[config.mk]
export PLATFORM = sky130hd
export DESIGN_NAME = usb_cmd_bridge
export DESIGN_NICKNAME = d
export VERILOG_FILES = /design/src/hdl/usb_bridge_pkg.sv /design/src/hdl/usb_fifo_rx.sv /design/src/hdl/cmd_decoder.sv /design/src/hdl/capture_engine.sv /design/src/hdl/mem_arbiter.sv /design/src/hdl/shared_ram.sv /design/src/hdl/usb_cmd_bridge.sv
export SDC_FILE = /design/constraint.sdc
export NUM_CORES = 2
export LEC_CHECK = 0
export BUFFER_PORTS_ARGS = -buffer_cell sky130_fd_sc_hd__buf_2
export CELL_PAD_IN_SITES_DETAIL_PLACEMENT = 1
export CELL_PAD_IN_SITES_GLOBAL_PLACEMENT = 1
export CORE_MARGIN = 1
export CORE_UTILIZATION = 50
export DETAILED_ROUTE_END_ITERATION = 10
export GPL_ROUTABILITY_DRIVEN = 0
export PLACE_DENSITY_LB_ADDON = 0.1
export SLEW_MARGIN = 20
export SYNTH_ARGS = -nofsm -noshare
export SYNTH_HDL_FRONTEND = slang
export SYNTH_SLANG_ARGS = --single-unit
[constraint.sdc]
create_clock -name clk -period 6.5 [get_ports clk]
set_input_delay 0 -clock clk [delete_from_list [all_inputs] [get_ports clk]]
set_output_delay 0 -clock clk [all_outputs]
set_load 0.05 [all_outputs]
[src/hdl/usb_bridge_pkg.sv]
`default_nettype none

package usb_bridge_pkg;

    // opcode byte of a host command.
    typedef enum logic [7:0] {
        op_write   = 8'h01,
        op_read    = 8'h02,
        op_capture = 8'h03
    } cmd_op_t;

    // one access on the shared memory port, 17 bits.
    typedef struct packed {
        logic       we;
        logic [7:0] addr;
        logic [7:0] wdata;
    } mem_req_t;

    typedef enum logic [2:0] {
        rx_idle,
        rx_assert_rd,
        rx_wait_1,
        rx_wait_2,
        rx_offer,
        rx_flush_1,
        rx_flush_2
    } rx_state_t;

    typedef enum logic [2:0] {
        dec_op,
        dec_addr,
        dec_data,
        dec_req
    } dec_state_t;

endpackage

`default_nettype wire

[src/hdl/usb_fifo_rx.sv]
`timescale 1ns/1ps
`default_nettype none

module usb_fifo_rx
    import usb_bridge_pkg::*;
(
    input  wire logic       clk,
    input  wire logic       rst_n,
    input  wire logic       rxf_n,
    output logic            rd_n,
    input  wire logic [7:0] fifo_data,
    output logic            byte_valid,
    input  wire logic       byte_ack,
    output logic [7:0]      byte_data
);

    logic       rxf_n_d1;
    logic       rxf_n_d2;
    logic [7:0] data_d1;
    logic [7:0] data_d2;
    rx_state_t  state;

    always_ff @(posedge clk or negedge rst_n) begin
        if (!rst_n) begin
            rxf_n_d1 <= 1'b1; // flag idles high.
            rxf_n_d2 <= 1'b1;
        end else begin
            rxf_n_d1 <= rxf_n;
            rxf_n_d2 <= rxf_n_d1;
        end
    end

    always_ff @(posedge clk) begin
        data_d1 <= fifo_data;
        data_d2 <= data_d1;
    end

    always_ff @(posedge clk or negedge rst_n) begin
        if (!rst_n) begin
            state <= rx_idle;
            rd_n  <= 1'b1;
        end else begin
            case (state)
                rx_idle: begin
                    if (!rxf_n_d2) begin
                        state <= rx_assert_rd;
                        rd_n  <= 1'b0;
                    end
                end
                rx_assert_rd: state <= rx_wait_1;
                rx_wait_1:    state <= rx_wait_2; // let the data settle through sync.
                rx_wait_2:    state <= rx_offer;
                rx_offer: begin
                    if (byte_ack) begin
                        state <= rx_flush_1;
                        rd_n  <= 1'b1;
                    end
                end
                // the flag sync still shows the old level for two cycles.
                rx_flush_1:   state <= rx_flush_2;
                rx_flush_2:   state <= rx_idle;
                default:      state <= rx_idle;
            endcase
        end
    end

    assign byte_valid = (state == rx_offer);
    assign byte_data  = data_d2;

    a_ack_needs_valid: assert property (
        @(posedge clk) disable iff (!rst_n) byte_ack |-> byte_valid
    );

endmodule

`default_nettype wire

[src/hdl/cmd_decoder.sv]
`timescale 1ns/1ps
`default_nettype none

module cmd_decoder
    import usb_bridge_pkg::*;
#(
    parameter int ADDR_W = 8
) (
    input  wire logic       clk,
    input  wire logic       rst_n,
    input  wire logic       byte_valid,
    input  wire logic [7:0] byte_data,
    output logic            byte_ack,
    output logic            req,
    input  wire logic       gnt,
    output mem_req_t        mem_req,
    input  wire logic [7:0] rdata,
    output logic            rsp_valid,
    output logic [7:0]      rsp_data,
    output logic            cap_start,
    output logic [7:0]      cap_addr,
    output logic [7:0]      cap_count
);

    localparam logic [7:0] ADDR_MASK = 8'((1 << ADDR_W) - 1);

    dec_state_t state;
    cmd_op_t    op_q;
    logic [7:0] addr_q;
    logic [7:0] rsp_hold;

    // no ack while a memory request is outstanding.
    assign byte_ack = byte_valid && (state != dec_req);

    always_ff @(posedge clk or negedge rst_n) begin
        if (!rst_n) begin
            state     <= dec_op;
            req       <= 1'b0;
            rsp_valid <= 1'b0;
            cap_start <= 1'b0;
        end else begin
            rsp_valid <= 1'b0;
            cap_start <= 1'b0;
            case (state)
                dec_op:   if (byte_ack) state <= dec_addr;
                dec_addr: if (byte_ack) state <= dec_data;
                dec_data: begin
                    if (byte_ack) begin
                        state <= dec_op;
                        case (op_q)
                            op_write, op_read: begin
                                state <= dec_req;
                                req   <= 1'b1;
                            end
                            op_capture: cap_start <= 1'b1;
                            default: ; // unknown opcode, dropped.
                        endcase
                    end
                end
                dec_req: begin
                    if (gnt) begin
                        state     <= dec_op;
                        req       <= 1'b0;
                        rsp_valid <= !mem_req.we; // rdata lands next cycle.
                    end
                end
                default: state <= dec_op;
            endcase
        end
    end

    always_ff @(posedge clk) begin
        if (byte_ack && state == dec_op)
            op_q <= cmd_op_t'(byte_data);
        if (byte_ack && state == dec_addr)
            addr_q <= byte_data & ADDR_MASK;
        if (byte_ack && state == dec_data) begin
            mem_req.we    <= (op_q == op_write);
            mem_req.addr  <= addr_q;
            mem_req.wdata <= byte_data;
            cap_addr      <= addr_q;
            cap_count     <= byte_data;
        end
        if (rsp_valid)
            rsp_hold <= rdata;
    end

    // hold the last response after the pulse.
    assign rsp_data = rsp_valid ? rdata : rsp_hold;

endmodule

`default_nettype wire

[src/hdl/capture_engine.sv]
`timescale 1ns/1ps
`default_nettype none

module capture_engine
    import usb_bridge_pkg::*;
#(
    parameter int ADDR_W = 8
) (
    input  wire logic       clk,
    input  wire logic       rst_n,
    input  wire logic       cap_start,
    input  wire logic [7:0] cap_addr,
    input  wire logic [7:0] cap_count,
    input  wire logic       sample_strobe,
    input  wire logic [7:0] sample_data,
    output logic            req,
    input  wire logic       gnt,
    output mem_req_t        mem_req,
    output logic            cap_busy,
    output logic            cap_overrun
);

    localparam logic [7:0] ADDR_MASK = 8'((1 << ADDR_W) - 1);

    logic [7:0] next_addr;
    logic [7:0] left; // samples still to accept.

    always_ff @(posedge clk or negedge rst_n) begin
        if (!rst_n) begin
            req         <= 1'b0;
            cap_busy    <= 1'b0;
            cap_overrun <= 1'b0;
            left        <= 8'd0;
            next_addr   <= 8'd0;
        end else if (cap_start) begin
            cap_busy  <= (cap_count != 8'd0); // a count of 0 captures nothing.
            left      <= cap_count;
            next_addr <= cap_addr & ADDR_MASK;
            req       <= 1'b0;
        end else if (cap_busy) begin
            if (req && gnt) begin
                req <= 1'b0;
                if (left == 8'd0)
                    cap_busy <= 1'b0;
            end
            if (sample_strobe) begin
                if (req && !gnt) begin
                    cap_overrun <= 1'b1; // previous write still waiting.
                end else if (left != 8'd0) begin
                    req       <= 1'b1;
                    left      <= left - 8'd1;
                    next_addr <= (next_addr + 8'd1) & ADDR_MASK;
                end
            end
        end
    end

    always_ff @(posedge clk) begin
        if (cap_busy && sample_strobe && (!req || gnt) && left != 8'd0)
            mem_req <= '{we: 1'b1, addr: next_addr, wdata: sample_data};
    end

    a_req_only_busy: assert property (
        @(posedge clk) disable iff (!rst_n) req |-> cap_busy
    );

endmodule

`default_nettype wire

[src/hdl/mem_arbiter.sv]
`timescale 1ns/1ps
`default_nettype none

module mem_arbiter
    import usb_bridge_pkg::*;
(
    input  wire logic     clk,
    input  wire logic     rst_n,
    input  wire logic     dec_req,
    input  wire mem_req_t dec_mem,
    output logic          dec_gnt,
    input  wire logic     cap_req,
    input  wire mem_req_t cap_mem,
    output logic          cap_gnt,
    output logic          ram_en,
    output mem_req_t      ram_mem
);

    logic last_cap; // capture engine was served last.

    always_comb begin
        dec_gnt = 1'b0;
        cap_gnt = 1'b0;
        if (dec_req && cap_req) begin
            dec_gnt = last_cap;
            cap_gnt = !last_cap;
        end else begin
            dec_gnt = dec_req;
            cap_gnt = cap_req;
        end
    end

    assign ram_en  = dec_gnt || cap_gnt;
    assign ram_mem = cap_gnt ? cap_mem : dec_mem;

    always_ff @(posedge clk or negedge rst_n) begin
        if (!rst_n)
            last_cap <= 1'b0;
        else if (ram_en)
            last_cap <= cap_gnt;
    end

    // a requester that just got served must not win again while the other waits.
    a_fair: assert property (
        @(posedge clk) disable iff (!rst_n)
        (cap_gnt && dec_req) |=> !(cap_gnt && dec_req)
    );

    a_one_grant: assert property (
        @(posedge clk) disable iff (!rst_n) !(dec_gnt && cap_gnt)
    );

endmodule

`default_nettype wire

[src/hdl/shared_ram.sv]
`timescale 1ns/1ps
`default_nettype none

module shared_ram
    import usb_bridge_pkg::*;
#(
    parameter int ADDR_W = 8
) (
    input  wire logic     clk,
    input  wire logic     ram_en,
    input  wire mem_req_t ram_mem,
    output logic [7:0]    rdata
);

    logic [7:0] mem [2**ADDR_W];

    always_ff @(posedge clk) begin
        if (ram_en) begin
            if (ram_mem.we)
                mem[ram_mem.addr[ADDR_W-1:0]] <= ram_mem.wdata;
            rdata <= mem[ram_mem.addr[ADDR_W-1:0]]; // read first.
        end
    end

endmodule

`default_nettype wire

[src/hdl/usb_cmd_bridge.sv]
`timescale 1ns/1ps
`default_nettype none

module usb_cmd_bridge
    import usb_bridge_pkg::*;
#(
    parameter int ADDR_W = 8
) (
    input  wire logic       clk,
    input  wire logic       rst_n,
    input  wire logic       rxf_n,
    output logic            rd_n,
    input  wire logic [7:0] fifo_data,
    input  wire logic       sample_strobe,
    input  wire logic [7:0] sample_data,
    output logic            rsp_valid,
    output logic [7:0]      rsp_data,
    output logic            cap_busy,
    output logic            cap_overrun
);

    logic       byte_valid;
    logic       byte_ack;
    logic [7:0] byte_data;
    logic       dec_req;
    logic       dec_gnt;
    mem_req_t   dec_mem;
    logic       cap_req;
    logic       cap_gnt;
    mem_req_t   cap_mem;
    logic       ram_en;
    mem_req_t   ram_mem;
    logic [7:0] rdata;
    logic       cap_start;
    logic [7:0] cap_addr;
    logic [7:0] cap_count;

    usb_fifo_rx u_usb_fifo_rx (
        .clk, .rst_n, .rxf_n, .rd_n, .fifo_data,
        .byte_valid, .byte_ack, .byte_data
    );

    cmd_decoder #(.ADDR_W(ADDR_W)) u_cmd_decoder (
        .clk, .rst_n, .byte_valid, .byte_data, .byte_ack,
        .req(dec_req), .gnt(dec_gnt), .mem_req(dec_mem), .rdata,
        .rsp_valid, .rsp_data, .cap_start, .cap_addr, .cap_count
    );

    capture_engine #(.ADDR_W(ADDR_W)) u_capture_engine (
        .clk, .rst_n, .cap_start, .cap_addr, .cap_count,
        .sample_strobe, .sample_data,
        .req(cap_req), .gnt(cap_gnt), .mem_req(cap_mem), .cap_busy, .cap_overrun
    );

    mem_arbiter u_mem_arbiter (
        .clk, .rst_n, .dec_req, .dec_mem, .dec_gnt,
        .cap_req, .cap_mem, .cap_gnt, .ram_en, .ram_mem
    );

    shared_ram #(.ADDR_W(ADDR_W)) u_shared_ram (
        .clk, .ram_en, .ram_mem, .rdata
    );

endmodule

`default_nettype wire

==> Word-level counts from Yosys, hierarchy flattened <==
Memory sizes are Yosys's and may differ from the RTL's. A register that Yosys moved wholly into a read port is not among the register bits.
Cells that the tools add are included.
{ "word_totals": {"ff_bits": 105, "memories": 1, "in_bits": 20, "mem_bits_rw": 2048, "output_inout_bits": 12, "elab_cells": 129} }
{ "op_classes": {"n_bitwise": 1, "mux": 48, "addsub": 2, "n_reduce_logical": 33, "eq_ne": 20} }
{ "memory_table": {"columns": ["memory", "words", "word_bits", "rd", "rd_ports_with_merged_regs", "write_ports", "line", "text"], "rows": [
  ["u_shared_ram.mem", 256, 8, 1, 1, 1, "shared_ram.sv:15", "logic [7:0] mem [2**ADDR_W];"]
]} }
{ "op_table": {"columns": ["operator", "count"], "rows": [
  ["$mux W8", 11],
  ["$mux W1", 25],
  ["$mux W3", 6],
  ["$pmux W3 S6", 1],
  ["$mux W17", 1],
  ["$eq A8 B2 Y1 const B", 2],
  ["$reduce_and A4 Y1", 4],
  ["$reduce_bool A8 Y1", 2],
  ["$eq A3 B2 Y1 const B", 4],
  ["$pmux W3 S4", 1],
  ["$logic_and A1 B1 Y1", 10],
  ["$reduce_bool A2 Y1", 5],
  ["$add A8 B1 Y8 const B", 1],
  ["$eq A8 B1 Y1 const B", 1],
  ["$logic_not A8 Y1", 1],
  ["$ne A2 B1 Y1 const B", 4],
  ["$ne A2 B2 Y1 const B", 4],
  ["$sub A8 B1 Y8 const B", 1],
  ["$eq A3 B1 Y1 const B", 2],
  ["$eq A3 B3 Y1 const B", 2],
  ["$logic_not A3 Y1", 2],
  ["$logic_not A1 Y1", 4],
  ["$pmux W1 S2", 2],
  ["$ne A3 B2 Y1 const B", 1],
  ["other kinds (6)", 7]
]} }

==> Depth between registers and ports, before layout <==
{ "depth": {"ltp_word": 9, "depth_mapped": 13, "ltp_nobuf": 9} }

==> Modules after synthesis <==
A second synthesis with hierarchy kept.
{ "hier_totals": {"cells_unflattened": 3819, "area_unflattened_um2": 82472.8} }
{ "by_module_without_submodules": {"columns": ["module", "area_each_um2", "cells_each", "instances", "seq_area_each_um2"], "rows": [
  ["shared_ram", 78363.9, 3525, 1, 61739.2],
  ["cmd_decoder", 1647.8, 95, 1, 1276.2],
  ["capture_engine", 1580.3, 140, 1, 955.9],
  ["usb_fifo_rx", 565.5, 34, 1, 474.2],
  ["mem_arbiter", 315.3, 25, 1, 25.0]
]} }

==> Least setup slack after synthesis <==
OpenSTA, ideal clock, no wires.
{ "synth_path": {"path_kind": "register to register", "startpoint": "register u_capture_engine.req", "endpoint": "memory u_shared_ram.mem[0][0], data pin", "required_ns": 5.676, "setup_slack_ns": 1.441, "setup_time_ns": 0.824, "arrival_time_ns": 4.235, "path_stages_with_launch": 6, "path_cell_list": "dfrtp_1 -> a21bo_2 -> buf_2 -> clkbuf_1 -> nand2_1 -> nand2_1"} }
{ "synth_lines": {"columns": ["element", "line", "text"], "rows": [
  ["start: declaration", "capture_engine.sv:16", "output logic req,"],
  ["start signal: assignment", "capture_engine.sv:30", "req <= 1'b0;"],
  ["start signal: assignment", "capture_engine.sv:39", "req <= 1'b0;"],
  ["start signal: assignment", "capture_engine.sv:42", "req <= 1'b0;"],
  ["end: declaration", "shared_ram.sv:15", null]
]} }

==> Worst setup path after layout <==
{ "layout_path": {"startpoint": "register u_capture_engine.req", "endpoint": "register u_shared_ram.rdata[7] (read register of u_shared_ram.mem), data pin"} }
{ "layout_via": {"elab_chain_len": 3} }
{ "layout_rtl": {"columns": ["element", "line", "text"], "rows": [
  ["$logic_and A1 B1 Y1", "mem_arbiter.sv:24", "if (dec_req && cap_req) begin"],
  ["$mux W1", "mem_arbiter.sv:24", null],
  ["$mux W17 / $logic_or A1 B1 Y1 (equally long branches)", "mem_arbiter.sv:34, mem_arbiter.sv:33", null],
  ["end: declaration", "shared_ram.sv:12", "output logic [7:0] rdata"]
]} }
Several ways; a longest one is shown, not always the timed one.
A chain may end at the register's enable or synchronous reset.

==> results.cfg <==
[outcome]
status = completed

[layout]
multi_input_area_sq_um = 18110
area_growth_pct = 11.95
n_fill_cell = 15860
seqCellArea_sq_um = 64470
final_nets = 6194
fin_area_sq_um = 94300
layout-drive-gt1-share_pct = 8.865

[setup_path]
cp-end-kind = flop
r2r-start = u_capture_engine.req$_DFFE_PN0N_
reg2reg_slack_ps = 1510
r2r_end = u_shared_ram.rdata[7]$_DFFE_PP_
crit_type = reg2reg
startpoint_type = flop
arrival_ps = 5550
reg2regPathDepth = 10
path_max_fanout = 25
crit_start = u_capture_engine.req$_DFFE_PN0N_
crit_end = u_shared_ram.rdata[7]$_DFFE_PP_
cp.required_ps = 7060

[drt]
postRouteAntennaNets = 0
totalWireLength_mm = 260.4
remaining_drc_errors = 0
viasPerCell = 6.261
routed-via-count = 53573
drt_iter0_markers = 5871
dr.pass1.iters = 5
wire_per_inst_um = 30.43

[sta]
slew_headroom_pct = 19.31
fin_tns_setup_ps = 0
hold_slack_ps = 225.3
period_minus_slack_ps = 4988
hold_viol_final = 0
max_freq_ghz = 0.2005
fin_crit_sh_pct = 76.74
fin_skew_ps = 24.06
slew_viol_final = 0
tightest_slew_ps = 1210
finalSetupViolations = 0
rsz0062_at_grt = false

[synth]
yosysUniqueCellTypes = 49
synthTopCellsByArea = edfxtp_1 75%, nand2_1 6.6%, a21oi_1 4.2%, a22oi_1 2.1%, nand3_1 1.4%
netlist_instances = 6143
synth_flop_cell = edfxtp_1
async_reset_ff_share_pct = 1.435
yosysMostFrequentCell = edfxtp_1
synth_common_cells = 2105 x edfxtp_1, 1479 x nand2_1, 712 x a21oi_1, 287 x nor2_1, 241 x nand3_1
synth_edf_count = 2105
synth.cell_area_sq_um = 84230
ys_seq_area_share_pct = 76.54
yosysTopAreaCell = edfxtp_1
avgSynthCellArea_sq_um = 13.71
netlist.area_leader.share_pct = 75.05
ys_ff_latch = 2160
syn_nets = 6166
ys_warn_count = 0

[flow_run]
drv_cap = 0

[cts]
insertion_delay_ps = 860
cts.reportedPaths.clkPinSlew_ps = 60
cts_buffers = 217
htreeDepth = 4
ctsResizeCount = 0
cts_buffer_depth = 3
clock_sinks = 2160
cts_root_buffer = clkbuf_16
cts_tree = done

[global_route]
grt.total_usage_pct = 30.54
antenna_found_initial = 11
globalRouteOverflowTotal = 0
grt_max_degree = 197
grt_pass1_vias = 53973
grt_pass1_wl_mm = 377.2

[floorplan]
fp.coreArea_sq_um = 167200
rows = 150
dieArea_sq_um = 170100
ioPinCount = 32
die_h_um = 412.4
chipWidth_um = 412.4
start_util_pct = 50.37

[pwr]
irDropWorstVdd_v = 0.0003300
power_density_nw_per_um2 = 397.6
leakage_nw = 31.17

[placed_design]
dpl_cell_area_sq_um = 87100
io_buffer_count = 31
dp_hpwl_mm = 155.4

[hold_path]
hp-class = in2async
==> per-stage QoR <==
stage / utilization, % / instances / power, mW / setup WS, ps
4_1_cts: 56.38 / 8555 / 37.56 / 1589
2_1_floorplan: - / 6143 / 22.12 / 1441
3_5_place_dp: 52.08 / 8117 / 25.52 / 1692
6_report: 56.39 / 8557 / 37.49 / 1512
3_3_place_gp: 52.08 / 8117 / 25.32 / 1717
5_1_grt: 56.39 / 8555 / 38.58 / 1402
==> final cells by class <==
cell class,count,share of cell area (%)
Antenna cell,2,0.005308
Clock buffer,275,6.114
Multi-Input combinational cell,3553,19.21
Tap cell,2204,2.924
Inverter,10,0.03981
Sequential cell,2160,68.37
Timing Repair Buffer,229,2.257
Clock inverter,124,1.083
==> layer usage <==
| layer | global-route usage, % | vias to the layer above | routed length [um] |
|---|---|---|---|
| met4 | 11.14 | 4 | 9699 |
| met1 | 42.40 | 27856 | 108100 |
| met3 | 5.039 | 475 | 19000 |
| li1 | - | 23092 | - |
| met5 | 0 | - | 25 |
| met2 | 48.77 | 2146 | 123600 |
==> cell usage in the layout, fill, tap and decap left out, types with 10 or more instances in the layout <==
| cell | instances |
|---|---|
| a21oi_1 | 712 |
| mux2i_1 | 81 |
| a41oi_1 | 32 |
| a221oi_1 | 68 |
| nand4_1 | 100 |
| dlygate4sd3_1 | 38 |
| clkinv_2 | 38 |
| buf_12 | 31 |
| bufinv_16 | 13 |
| nor2_1 | 281 |
| clkbuf_1 | 47 |
| clkinv_1 | 53 |
| buf_4 | 128 |
| nand3_1 | 232 |
| o21ai_0 | 21 |
| a22oi_1 | 236 |
| dfrtp_1 | 28 |
| buf_2 | 31 |
| edfxtp_1 | 2105 |
| a32oi_1 | 79 |
| clkbuf_16 | 219 |
| or2_2 | 10 |
| nand2_1 | 1463 |
| a31oi_1 | 110 |
| dfxtp_1 | 24 |
| mux2_2 | 13 |
==> cells by family after synthesis <==
| family | share of synthesized area [%] |
|---|---|
| AOI/OAI and AO/OA | 9.436 |
| DFF | 76.54 |
| muxes | 1.215 |
| buffers and inverters | 2.273 |
| xor gates and xnor gates | 0.1560 |
| adders and majority gates | 0.04457 |
| and+or+nand+nor | 10.33 |
==> power breakdown <==
group          switching [mW]  internal, mW  total (mW)
logic                    6.68          1.89        8.57
clock network            5.38          6.78        12.2
registers               0.131          16.6        16.8
==> critical path, cell delays in order, from the launching register on <==
cell	delay, ps
dfrtp_1	460
a21bo_2	330
buf_4	400
mux2_2	610
nand3_1	850
buf_4	390
a221oi_1	80
a21oi_1	180
a41oi_1	310
a2111oi_1	910
nand3_1	130
==> flip-flops by register name, indices dropped and copies added, names as in the netlist <==
| register | flops |
|---|---|
| u_capture_engine.next_addr | 8 |
| u_usb_fifo_rx.rxf_n_d2 | 1 |
| u_cmd_decoder.mem_req | 17 |
| u_capture_engine.cap_busy | 1 |
| u_cmd_decoder.state | 2 |
| u_capture_engine.req | 1 |
| u_cmd_decoder.addr_q | 8 |
| u_shared_ram.mem | 2048 |
| u_cmd_decoder.op_q | 8 |
| u_cmd_decoder.rsp_hold | 8 |
| u_shared_ram.rdata | 8 |
| u_usb_fifo_rx.byte_data | 8 |
| u_usb_fifo_rx.rxf_n_d1 | 1 |
| u_capture_engine.mem_req | 16 |
| u_mem_arbiter.last_cap | 1 |
| u_cmd_decoder.cap_start | 1 |
| u_cmd_decoder.rsp_valid | 1 |
| u_usb_fifo_rx.state | 3 |
| u_cmd_decoder.req | 1 |
| u_usb_fifo_rx.data_d1 | 8 |
| u_capture_engine.left | 8 |
| u_capture_engine.cap_overrun | 1 |
| u_usb_fifo_rx.rd_n | 1 |
==> how the worst min path moves through the flow <==
stage,from,end,slack (ps),cells past startpoint
floorplan,rst_n,u_capture_engine.cap_busy$_DFF_PN0_,-300,0
global placement,fifo_data[4],u_usb_fifo_rx.data_d1[4]$_DFF_P_,100,1
detailed placement,fifo_data[5],u_usb_fifo_rx.data_d1[5]$_DFF_P_,100,1
CTS,rst_n,u_usb_fifo_rx.rxf_n_d2$_DFF_PN1_,150,3
global route,rst_n,u_usb_fifo_rx.rxf_n_d2$_DFF_PN1_,210,3
finish,rst_n,u_usb_fifo_rx.rd_n$_DFFE_PN1P_,230,3
==> timing repair <==
item,4_1_cts,5_1_grt
setup buffers,0,0
setup endpoints to repair,0,0
hold buffers,39,0
endpoints found under the hold margin,58,0
Power figures use the tool's default switching activity.
